**src/soc_defines.svh**
```systemverilog
`ifndef SOC_DEFINES_SVH
`define SOC_DEFINES_SVH

// Bus widths
`define DATA_W          32
`define ADDR_W          32
`define BE_W            4

// SRAM window, word addressed through byte addresses
`define SRAM_BASE       32'h8000_0000
`define SRAM_WORDS      256

// Host addresses in [REMAP_LO, REMAP_HI) get the top nibble replaced
`define REMAP_LO        32'h3000_0000
`define REMAP_HI        32'h8000_0000
`define REMAP_NIBBLE    4'h8

// Control word
`define CTRL_KEY        4'hA
`define IRQ_ADDR        32'hF000_0000
`define LA_W            128

`endif

```
**src/bus_pkg.sv**
```systemverilog
`include "soc_defines.svh"

package bus_pkg;

    // Wishbone classic, host to bridge
    typedef struct packed {
        logic                cyc;
        logic                stb;
        logic                we;
        logic [`BE_W-1:0]    sel;
        logic [`ADDR_W-1:0]  adr;
        logic [`DATA_W-1:0]  dat;
    } wb_req_t;

    // Wishbone classic, bridge to host
    typedef struct packed {
        logic                ack;
        logic [`DATA_W-1:0]  dat;
    } wb_rsp_t;

    // Internal request/grant bus, master side
    typedef struct packed {
        logic                req;
        logic                we;
        logic [`BE_W-1:0]    be;
        logic [`ADDR_W-1:0]  addr;
        logic [`DATA_W-1:0]  wdata;
    } mem_req_t;

    // Internal bus, slave side
    typedef struct packed {
        logic                gnt;
        logic                rvalid;
        logic [`DATA_W-1:0]  rdata;
    } mem_rsp_t;

endpackage

```
**src/wb_bridge.sv**
```systemverilog
`timescale 1ns/1ps
`include "soc_defines.svh"

module wb_bridge
    import bus_pkg::*;
(
    input  logic       clk_i,
    input  logic       arst_n_i,
    input  logic       soft_rst_i,
    input  wb_req_t    host_wb_i,
    output wb_rsp_t    host_wb_o,
    output mem_req_t   mem_req_o,
    input  mem_rsp_t   mem_rsp_i,
    output logic [1:0] state_o
);

    typedef enum logic [1:0] {
        ST_IDLE = 2'd0,
        ST_REQ  = 2'd1,
        ST_WAIT = 2'd2
    } state_e;

    state_e              state_q;
    logic                ack_q;
    logic                start;
    logic [`ADDR_W-1:0]  addr_remap;

    // Latched transaction
    logic                we_q;
    logic [`BE_W-1:0]    be_q;
    logic [`ADDR_W-1:0]  addr_q;
    logic [`DATA_W-1:0]  wdata_q;
    logic [`DATA_W-1:0]  rdata_q;

    always_comb begin
        if (host_wb_i.adr >= `REMAP_LO && host_wb_i.adr < `REMAP_HI) begin
            addr_remap = {`REMAP_NIBBLE, host_wb_i.adr[`ADDR_W-5:0]};
        end else begin
            addr_remap = host_wb_i.adr;
        end
    end

    // stb is still high in the ack cycle, so that cycle must not start a new one
    assign start = host_wb_i.cyc && host_wb_i.stb && !ack_q;

    always_ff @(posedge clk_i or negedge arst_n_i) begin
        if (!arst_n_i) begin
            state_q <= ST_IDLE;
            ack_q   <= 1'b0;
        end else if (soft_rst_i) begin
            state_q <= ST_IDLE;
            ack_q   <= 1'b0;
        end else begin
            ack_q <= 1'b0;
            case (state_q)
                ST_IDLE: begin
                    if (start) begin
                        state_q <= ST_REQ;
                    end
                end
                ST_REQ: begin
                    if (mem_rsp_i.gnt) begin
                        state_q <= ST_WAIT;
                    end
                end
                ST_WAIT: begin
                    if (mem_rsp_i.rvalid) begin
                        ack_q   <= 1'b1;
                        state_q <= ST_IDLE;
                    end
                end
                default: state_q <= ST_IDLE;
            endcase
        end
    end

    always_ff @(posedge clk_i) begin
        if (state_q == ST_IDLE && start) begin
            we_q    <= host_wb_i.we;
            be_q    <= host_wb_i.sel;
            addr_q  <= addr_remap;
            wdata_q <= host_wb_i.dat;
        end
        if (state_q == ST_WAIT && mem_rsp_i.rvalid) begin
            rdata_q <= mem_rsp_i.rdata;
        end
    end

    always_comb begin
        mem_req_o.req   = (state_q == ST_REQ);
        mem_req_o.we    = we_q;
        mem_req_o.be    = be_q;
        mem_req_o.addr  = addr_q;
        mem_req_o.wdata = wdata_q;
    end

    assign host_wb_o.ack = ack_q;
    assign host_wb_o.dat = rdata_q;
    assign state_o       = state_q;

    // An ack always answers a strobe the host is still holding
    ack_needs_stb: assert property (
        @(posedge clk_i) disable iff (!arst_n_i)
        $rose(host_wb_o.ack) |-> host_wb_i.stb
    );

endmodule

```
**config.mk**
```make
export PLATFORM = sky130hd
export DESIGN_NAME = wb_bridge
export DESIGN_NICKNAME = d
export VERILOG_FILES = /design/src/bus_pkg.sv /design/src/wb_bridge.sv
export VERILOG_INCLUDE_DIRS = /design/src
export SDC_FILE = /design/constraint.sdc
export NUM_CORES = 1
export LEC_CHECK = 0
export BUFFER_PORTS_ARGS = -buffer_cell sky130_fd_sc_hd__buf_2
export CORE_MARGIN = 2
export CORE_UTILIZATION = 39
export CTS_BUF_LIST = sky130_fd_sc_hd__clkbuf_4
export DETAILED_ROUTE_END_ITERATION = 16
export GPL_TIMING_DRIVEN = 0
export HOLD_SLACK_MARGIN = 0.06
export PLACE_DENSITY = 0.78
export SETUP_SLACK_MARGIN = 0.4
export SKIP_LAST_GASP = 1
export SLEW_MARGIN = 10
export SYNTH_ARGS = -nofsm -noshare
export SYNTH_HDL_FRONTEND = slang
export SYNTH_SLANG_ARGS = --single-unit
```
**constraint.sdc**
```tcl
create_clock -name clk_i -period 2.79 [get_ports clk_i]
set_input_delay 0.558 -clock clk_i [delete_from_list [all_inputs] [get_ports clk_i]]
set_output_delay 0.558 -clock clk_i [all_outputs]
set_load 0.01 [all_outputs]
```
### After elaboration in Yosys (flattened, before gate mapping)

Cells that the tools add are included.

* latch bits: 0
* ROM bits: 0
* input bits: 108
* bits in writable memories: 0
* output and inout port bits: 105
* memories kept: 0
* flip-flop bits (word level): 104

* shift-type cells: 0
* magnitude comparators: 2
* bitwise gates (word level): 0
* muxes and demuxes: 8
* add/subtract/negate cells: 0
* div/mod/pow operators: 0
* reduce and logical (&&, ||, !) cells: 8
* multiply operators: 0
* equality and inequality tests: 5

Operators by type and width (number)
* $ge A32 B30 Y1 const B: 1
* $lt A32 B32 Y1 const B: 1
* $mux W2: 4
* $ne A3 B3 Y1 const B: 2
* $pmux W2 S3: 1
* $logic_and A1 B1 Y1: 5
* $mux W1: 3
* $ne A3 B2 Y1 const B: 1
* $reduce_and A3 Y1: 1
* $eq A2 B1 Y1 const B: 1
* $eq A2 B2 Y1 const B: 1
* $logic_not A2 Y1: 1
* $logic_not A1 Y1: 1

### Longest topological paths before layout

Gate-level depths: netlist of the first run.

* depth after elaboration: 5
* mapped depth: 2
* depth with buffers taken out: 2

### Least setup slack after synthesis of the first run

No wires, ideal clock.

* path type: register to register
* start point: register state_q[1] (netlist: state_o[1])
* end point: register addr_q[0], enable pin
* path slack: 0.020 ns
* buffers on the path: 0
* clock period less this slack: 2.770 ns
* library setup time: 0.435 ns
* data arrival time: 2.335 ns
* stages on the path, launching flop included: 3
* path through: dfrtp_1 -> nor3_1 -> and3_1

* longest elaborated chain between the ends: 2

RTL lines
* start: declaration: RTL line wb_bridge.sv:23 `state_e state_q;`
* start signal: assignment: RTL line wb_bridge.sv:48 `state_q <= ST_IDLE;`
* start signal: assignment: RTL line wb_bridge.sv:51 `state_q <= ST_IDLE;`
* start signal: assignment: RTL line wb_bridge.sv:58 `state_q <= ST_REQ;`
* $logic_not A2 Y1: RTL line wb_bridge.sv:78 `if (state_q == ST_IDLE && start) begin`
* $logic_and A1 B1 Y1: RTL line wb_bridge.sv:78
* end signal: assignment: RTL line wb_bridge.sv:81 `addr_q <= addr_remap;`
* end: declaration: RTL line wb_bridge.sv:31 `` logic [`ADDR_W-1:0] addr_q; ``

No other way between the ends.
A chain may end at the register's enable or synchronous reset.

### Final worst setup path of the first run

Ends and elaborated chain as after synthesis.

==> results of run 1 <==
==> power groups by stage <==
stage,sequential [mW],combinational (mW),clock [mW]
detailed placement,1.83,0.200,0
CTS,1.79,0.201,0.801
floorplan,1.86,0.0301,0
global route,1.80,0.217,0.861
finish,1.79,0.198,0.767
global placement,1.83,0.187,0
==> path summary, 6_finish.rpt <==
path                       cells past startpoint                     end  slack, ps                    from
min in group asynchronous                      2  state_o[1]$_DFFE_PN0P_        450                arst_n_i
hold / removal                                 1    wdata_q[8]$_DFFE_PP_        290            host_wb_i[8]
hold reg to reg                                2  state_o[1]$_DFFE_PN0P_        630  state_o[0]$_DFFE_PN0P_
max in group asynchronous                      2  state_o[0]$_DFFE_PN0P_       2240                arst_n_i
setup reg to reg                               3     addr_q[0]$_DFFE_PP_        980  state_o[1]$_DFFE_PN0P_
setup / recovery                               3     addr_q[0]$_DFFE_PP_        980  state_o[1]$_DFFE_PN0P_
==> Yosys cell counts <==
library cell and instances:
o21a_1 2, nor2_1 3, nand3b_1 1, and3_1 1, a211o_1 1, edfxtp_1 101, a21oi_1 1, dfrtp_1 3
and2b_2 1, a32o_1 1, nor3_1 1, nor2b_1 2, buf_4 2, and2_1 1, and3b_2 1, or3b_1 1
==> registers in the layout (all words and copies together), names as in the netlist <==
register and count:
addr_q 32, rdata_q 32, wdata_q 32, be_q 4, state_o 2, ack_q 1, we_q 1
==> cell type report <==
class,count,area [µm²],share of cell area
Buffer,2,15.0,0.00326
Clock inverter,7,77.6,0.0168
Multi-Input combinational cell,17,120,0.0261
Clock buffer,9,67.6,0.0147
Timing Repair Buffer,214,1090,0.237
Sequential cell,104,3110,0.674
Tap cell,105,131,0.0285
==> worst register-to-register path, delay by kind of cell (launching register included) <==
family | cells | cell delay [ps]
flops | 1 | 450
simple gates | 2 | 770
buf+inv | 1 | 290
==> timing repair <==
action                                 in CTS  in global routing
endpoints found under the hold margin       3                  0
hold buffers                                1                  0
gates resized for setup                     0                  0
==> kinds of logic (layout without fill, tap and decap cells) <==
family / count (synthesis) / count (layout)
DFF: 104 / 104
buffers and inverters: 2 / 232
and+or+nand+nor: 12 / 12
AOI/OAI and AO/OA: 5 / 5
==> metal layers <==
| metal | global-route usage | share of wire | vias up |
|---|---|---|---|
| met3 | 0.0672 | 0.14 | 11 |
| met4 | 0.0725 | 0.018 | 0 |
| met5 | 0 | 0 | - |
| met1 | 0.149 | 0.35 | 918 |
| li1 | - | - | 943 |
| met2 | 0.246 | 0.49 | 143 |
==> impl_metrics.toml, run 1 <==
[power_and_ir_drop]
p_leak_nw = 1.95
power_switching_mw = 0.599
switching_share = 0.217
power_density_nw_per_um2 = 598
p_int_mw = 2.16
power_mw = 2.76
combPwrFrac = 0.072
seq_power_share = 0.650
peakVddDrop_mv = 0.376
p_clk_frac = 0.278

[layout]
antenna_cells = 0
final_common_cell = "buf_2"
nNetsFinal = 456
layout_common_cells = "buf_2 (212), edfxtp_1 (101), clkbuf_4 (9)"
final_core_util = 0.567
final_cells = 458
syn_to_final_growth_pct = 42.4
layout-drive-gt1-share = 0.660
fill_cells = 660
fin_area_um2 = 4610

[worst_setup_path]
path_cells = "nor3_1 > and3_4 > buf_12"
critPathMaxFanout = 40
crit_buf_inv = 1
worstSetupPathType = "reg -> reg"
critPathSlowestCell = "and3_4"
crit_path_end_kind = "flop"
cp_slowest_stage_delay_ps = 500
start_kind = "flop"
crit_family = "simple AND/OR/NAND/NOR gates"
cp.arrival_ps = 1940
required_ps = 2920

[global_routing]
grt_antenna_before_repair = 0
overflow = 0
track_usage = 0.144
grt_pass1_vias = 2033
grt_max_degree = 41
grt_pass1_wl_um = 9470

[timing]
rsz0062_at_grt = "no"
post-route-min-period_ps = 1810
period_share = 0.650
drv_slew = 0
worst_slew_pin_slew_ps = 693
hold_violations = 0
fmax_ghz = 0.552
finalHoldWorstSlack_ps = 288
slew_headroom = 0.538
setup_viol = 0
finalSetupTns_ps = 0
postLayoutSetupSlackWorst_ps = 977
skew_ps = 13.2

[yosys]
synth_seq_area_share = 0.960
synth_top_family_by_area = "simple AND/OR/NAND/NOR gates"
yosysUniqueCellTypes = 16
syn-num-nets = 231
ys_warn_count = 0
synthTopCellsByArea = "edfxtp_1 (94%), dfrtp_1 (2.3%), buf_4 (0.46%)"
synth_mux_area_frac = 0
yosys.area.top_type_share = 0.937
synth_top_area_cell = "edfxtp_1"
synth.cell_area_um2 = 3240
synth_xor_area_frac = 0
synth_compound_area_frac = 0.0120
synthAdderAreaFrac = 0
post_synth_inst_count = 123
syn_avg_cell_area_um2 = 26.3
synth_seq_cells = 104
synth_simple_gate_area_share = 0.0236

[placed_design]
hpwl_um = 5280
dp_slack_ps = 979
io_buffers = 212
dpl_cell_area_um2 = 4460
dp.cells = 441
place_congestion = 0.736

[routing]
viasPerCell = 4.40
drc = 0
dr.pass1.iters = 4
routedWlPerCell_um = 15.0
drt-total-wl_um = 6850
drt_iter0_drc = 98
vias = 2015
antenna_left = 0

[floorplanning]
placementRows = 33
die_area_um2 = 9050
core_area_um2 = 8130
ios = 213
die_y_um = 95.1
die_width_um = 95.1
initial_core_util = 0.398

[clock_tree]
cts-root-buf = "clkbuf_4"
numCtsBuffers = 9
clock_latency_ps = 420
cts-htree-levels = 3
cts_setup_buffers = 0
cts_sinks = 104
max-clock-path-buffers = 2
clkSlewWorstSetupHoldPaths_ps = 170
cts_tree = "yes"

[status]
status = "completed"

[job]
cap_violations = 0

[min_path]
hp-class = "in -> reg"
No activity file was read; power rests on OpenSTA's default activity.
==> run 2: changes to the inputs <==
Settings changed: CORE_UTILIZATION 39 to 43, PLACE_DENSITY 0.78 to 0.82.
Clock period 2.79 ns to 1.8 ns, I/O delays scaled along.
==> run 2 against run 1 <==
Effect of this change: clock power is 46% higher; critical endpoint is now mem_req_o[69]; register-to-register slack worse by 700 ps; global-route usage grew 4.7 points; power grew 56%; cell count up 5.2%; worst setup slack lost 740 ps; combinational power grew 110%; critical path depth is 1 lower; worst hold slack worse by 190 ps.
==> impl_metrics.toml, run 2 (synthesized netlist as in run 1, its figures left out) <==
[timing]
skew_ps = 13.0
post-route-min-period_ps = 1560
postLayoutSetupSlackWorst_ps = 242
finalSetupTns_ps = 0
fmax_ghz = 0.642
rsz0062_at_grt = "yes"
period_share = 0.866
slew_headroom = 0.787
finalHoldWorstSlack_ps = 94.5
worst_slew_pin_slew_ps = 320
setup_viol = 0
drv_slew = 0
hold_violations = 0

[min_path]
hold_path_depth = 1
hp-class = "in -> reg"
min_from = "host_wb_i[11]"
hold_end = "wdata_q[11]$_DFFE_PP_"

[clock_tree]
max-clock-path-buffers = 2
clkSlewWorstSetupHoldPaths_ps = 150
clock_latency_ps = 420
cts-root-buf = "clkbuf_4"
cts_tree = "yes"
numCtsBuffers = 9
cts_sinks = 104
cts-htree-levels = 3

[routing]
viasPerCell = 4.70
dr.pass1.iters = 4
drt-met1-wl_um = 3230
drt-total-wl_um = 8660
drt_iter0_drc = 81
drc = 0
vias = 2264
wl_met2_um = 4430
routedWlPerCell_um = 18.0
antenna_left = 0
top_layer = "met4"
dr_wl_met3_um = 929

[floorplanning]
initial_core_util = 0.444
core_area_um2 = 7290
die_area_um2 = 8240
die_width_um = 90.8
ios = 213
placementRows = 31
die_y_um = 90.8

[job]
cap_violations = 0

[power_and_ir_drop]
power_mw = 4.31
p_leak_nw = 2.09
peakVddDrop_mv = 0.474
power_density_nw_per_um2 = 871

[layout]
final_cells = 482
fill_cells = 510
fin_area_um2 = 4950
layout-drive-gt1-share = 0.661
nNetsFinal = 487
syn_to_final_growth_pct = 52.9
top_regs = "addr_q x32, rdata_q x32, wdata_q x32"
final_core_util = 0.679
antenna_cells = 0
layout_common_cells = "buf_2 (207), edfxtp_1 (101), and3_4 (13), dlygate4sd3_1 (13), clkbuf_4 (9)"
final_common_cell = "buf_2"

[placed_design]
io_buffers = 212
place_congestion = 0.726
dp_slack_ps = -41.5
dpl_cell_area_um2 = 4430
dp.cells = 434

[worst_setup_path]
required_ps = 1440
worstSetupPathType = "reg -> out"
critPathSlowestCell = "dfrtp_2"
critPathMaxFanout = 3
cp_slowest_stage_delay_ps = 440
r2r-end = "addr_q[31]$_SDFFCE_PP1P_"
cp.arrival_ps = 1200
start_kind = "flop"
path_cells = "and2b_2 > buf_6"
crit_path_end_kind = "primary output"
rr_worst_depth = 4
reg2reg_from = "state_o[1]$_DFFE_PN0P_"
regToRegSetupSlack_ps = 280

[status]
status = "completed"

[global_routing]
grt_max_degree = 34
grt_pass1_vias = 2224
track_usage = 0.192
overflow = 0
grt_pass1_wl_um = 11700
grt_antenna_before_repair = 0
## run 2: changes by cell type in the layout (fill, tap and decap cells not counted), moves of 2 or more
cell,previous run,this run
and3b_4,0,2
and3_4,1,13
dlygate4sd3_1,1,13
dfrtp_2,0,2
buf_4,2,7
dfrtp_1,3,1
buf_2,212,207
buf_6,0,6
clkinvlp_4,2,0
## run 2: layout make-up
class / count / area (µm²) / area share
Buffer: 2 / 18.8 / 0.00379
Clock buffer: 9 / 67.6 / 0.0137
Clock inverter: 6 / 60.1 / 0.0121
Multi-Input combinational cell: 30 / 282 / 0.0569
Sequential cell: 104 / 3110 / 0.628
Tap cell: 99 / 124 / 0.0250
Timing Repair Buffer: 232 / 1290 / 0.260
## run 2: report_power, final
| group | internal [mW] | switching (mW) |
|---|---|---|
| sequential | 2.76 | 0.0197 |
| clock | 0.414 | 0.711 |
| combinational | 0.209 | 0.201 |
## run 2: worst max-delay path: cells and delay by family (launching register included)
kind	cells	cell delay, ps
flops	1	440
buf+inv	1	120
simple gates	1	210
## run 2: worst max-delay path by stage
stage,start,to,slack [ps]
3_3_place_gp,state_o[1]$_DFFE_PN0P_,wdata_q[21]$_DFFE_PP_,-20
2_1_floorplan,state_o[1]$_DFFE_PN0P_,addr_q[0]$_DFFE_PP_,150
6_report,state_o[0]$_DFFE_PN0P_,mem_req_o[69],240
3_5_place_dp,state_o[1]$_DFFE_PN0P_,addr_q[6]$_DFFE_PP_,-40
5_1_grt,state_o[1]$_DFFE_PN0P_,mem_req_o[69],190
4_1_cts,state_o[0]$_DFFE_PN0P_,mem_req_o[69],210
## run 2: what timing repair did
action	4_1_cts	5_1_grt
resized for setup	17	8
hold buffers	8	5
setup endpoints to repair	107	110
buffers inserted	6	1
endpoints found under the hold margin	10	5
gates cloned	7	6
pin swaps	2	0
## run 2: routing by layer
layer / up-vias / global-route usage
li1: 1031 / -
met2: 154 / 0.336
met3: 10 / 0.0768
met5: - / 0
met4: 0 / 0.0619
met1: 1069 / 0.214
==> run 3: changes to the inputs <==
Settings changed: CAP_MARGIN set to 0, CORE_ASPECT_RATIO set to 0.5, GPL_TIMING_DRIVEN 0 to 1.
==> run 3 against run 2 <==
Effect of this change: maximum frequency is 0.21% higher; register-to-register slack hardly changed; first-iteration DRC count is 56% higher; largest cell class unchanged; combinational power is 4% higher; clock skew is 4.1 ps higher; wire length is 8.4% lower; via count is 6.0% lower; clock-buffer cell count is 1 higher; highest routed layer unchanged; sequential power hardly changed.
==> impl_metrics.toml, run 3 (synthesized netlist as in run 1, its figures left out) <==
[floorplanning]
die_width_um = 127
die_area_um2 = 8280
placementRows = 22
core_area_um2 = 7320
ios = 213
initial_core_util = 0.442
die_y_um = 65.4

[worst_setup_path]
worstSetupPathType = "reg -> out"
start_kind = "flop"
critPathMaxFanout = 3
cp.arrival_ps = 1200
required_ps = 1440
crit_path_end_kind = "primary output"

[global_routing]
grt_antenna_before_repair = 0
track_usage = 0.176
grt_pass1_wl_um = 10600
overflow = 0
grt_pass1_vias = 2154
grt_max_degree = 34

[clock_tree]
clkSlewWorstSetupHoldPaths_ps = 150
cts-htree-levels = 3
max-clock-path-buffers = 2
cts_sinks = 104
cts-root-buf = "clkbuf_4"
numCtsBuffers = 9
clock_latency_ps = 430
cts_tree = "yes"

[layout]
final_core_util = 0.678
layout_common_cells = "buf_2 (209), edfxtp_1 (101), clkbuf_4 (10)"
nNetsFinal = 478
syn_to_final_growth_pct = 53.2
final_cells = 470
layout-drive-gt1-share = 0.668
final_common_cell = "buf_2"
antenna_cells = 0
top_regs = "addr_q x32, rdata_q x32, wdata_q x32"

[routing]
antenna_left = 0
routedWlPerCell_um = 16.9
viasPerCell = 4.53
dr.pass1.iters = 4
drc = 0
drt-total-wl_um = 7930
vias = 2129
drt_iter0_drc = 126

[timing]
finalSetupTns_ps = 0
skew_ps = 17.1
worst_slew_pin_slew_ps = 174
drv_slew = 0
setup_viol = 0
hold_violations = 0
fmax_ghz = 0.643
postLayoutSetupSlackWorst_ps = 245
slew_headroom = 0.884
rsz0062_at_grt = "yes"
post-route-min-period_ps = 1560
period_share = 0.864

[placed_design]
hpwl_um = 5680
dp.cells = 432
dp_slack_ps = 318
place_congestion = 0.771
io_buffers = 212

[power_and_ir_drop]
peakVddDrop_mv = 0.690
power_density_nw_per_um2 = 867
p_leak_nw = 2.12
power_mw = 4.30

[min_path]
hp-class = "in -> reg"

[status]
status = "completed"

[job]
cap_violations = 0
==> run 3: cell types whose count changed in the layout (fill, tap and decap cells not counted), moves of 2 or more <==
cell,change
and3_4,-12
and3b_4,-2
buf_12,+4
buf_16,+3
buf_2,+2
buf_6,+2
clkbuf_16,+3
dfrtp_1,+2
dfrtp_2,-2
dlygate4sd3_1,-9
==> run 3: routing by layer <==
metal	vias to the layer above	share of wire	global-route usage	routed length, µm
met3	23	0.063	0.0619	503
met1	1026	0.34	0.186	2730
met4	0	0.027	0.0797	218
met5	-	0	0	0
met2	91	0.56	0.325	4480
li1	989	-	-	-
==> run 3: worst paths after layout <==
kind	from	to	slack (ps)	depth (start not counted)
worst max register to register	state_o[0]$_DFFE_PN0P_	wdata_q[14]$_DFFE_PP_	270	5
min in group asynchronous	arst_n_i	state_o[1]$_DFFE_PN0P_	240	2
max in group asynchronous	arst_n_i	ack_q$_DFF_PN0_	1450	2
worst min register to register	state_o[1]$_DFFE_PN0P_	state_o[1]$_DFFE_PN0P_	790	4
worst max-delay path	state_o[1]$_DFFE_PN0P_	mem_req_o[69]	240	2
worst min-delay path	host_wb_i[31]	wdata_q[31]$_DFFE_PP_	90	1
==> run 3: what timing repair did <==
item / in CTS / in global routing
endpoints found under the setup margin: 65 / 82
buffers inserted: 10 / 3
gates resized for setup: 7 / 5
hold endpoints to repair: 3 / 3
pin swaps: 1 / 2
cloned: 3 / 3
hold buffers: 1 / 3
==> run 3: final cells by class <==
class | instances | area, µm²
Fill cell | 508 | 2360
Clock inverter | 5 | 48.8
Timing Repair Buffer | 238 | 1480
Sequential cell | 104 | 3110
Multi-Input combinational cell | 17 | 131
Tap cell | 96 | 120
Clock buffer | 10 | 75.1
==> run 3: power by group <==
| group | switching [mW] | internal (mW) |
|---|---|---|
| sequential | 0.0219 | 2.76 |
| combinational | 0.189 | 0.239 |
| clock | 0.678 | 0.420 |
==> run 3: stage by stage <==
stage | area [µm²] | hold slack (ps)
after floorplan | 3250 | 64.4
after global placement | 4470 | 153
after detailed placement | 4470 | 158
after CTS | 4810 | 61.1
after global routing | 4960 | 61.6
final | 4960 | 93.8
==> run 3: worst max-delay path: stages (launching register included) <==
cell and delay [ps]:
dfrtp_1 420, and2b_2 250, buf_6 100
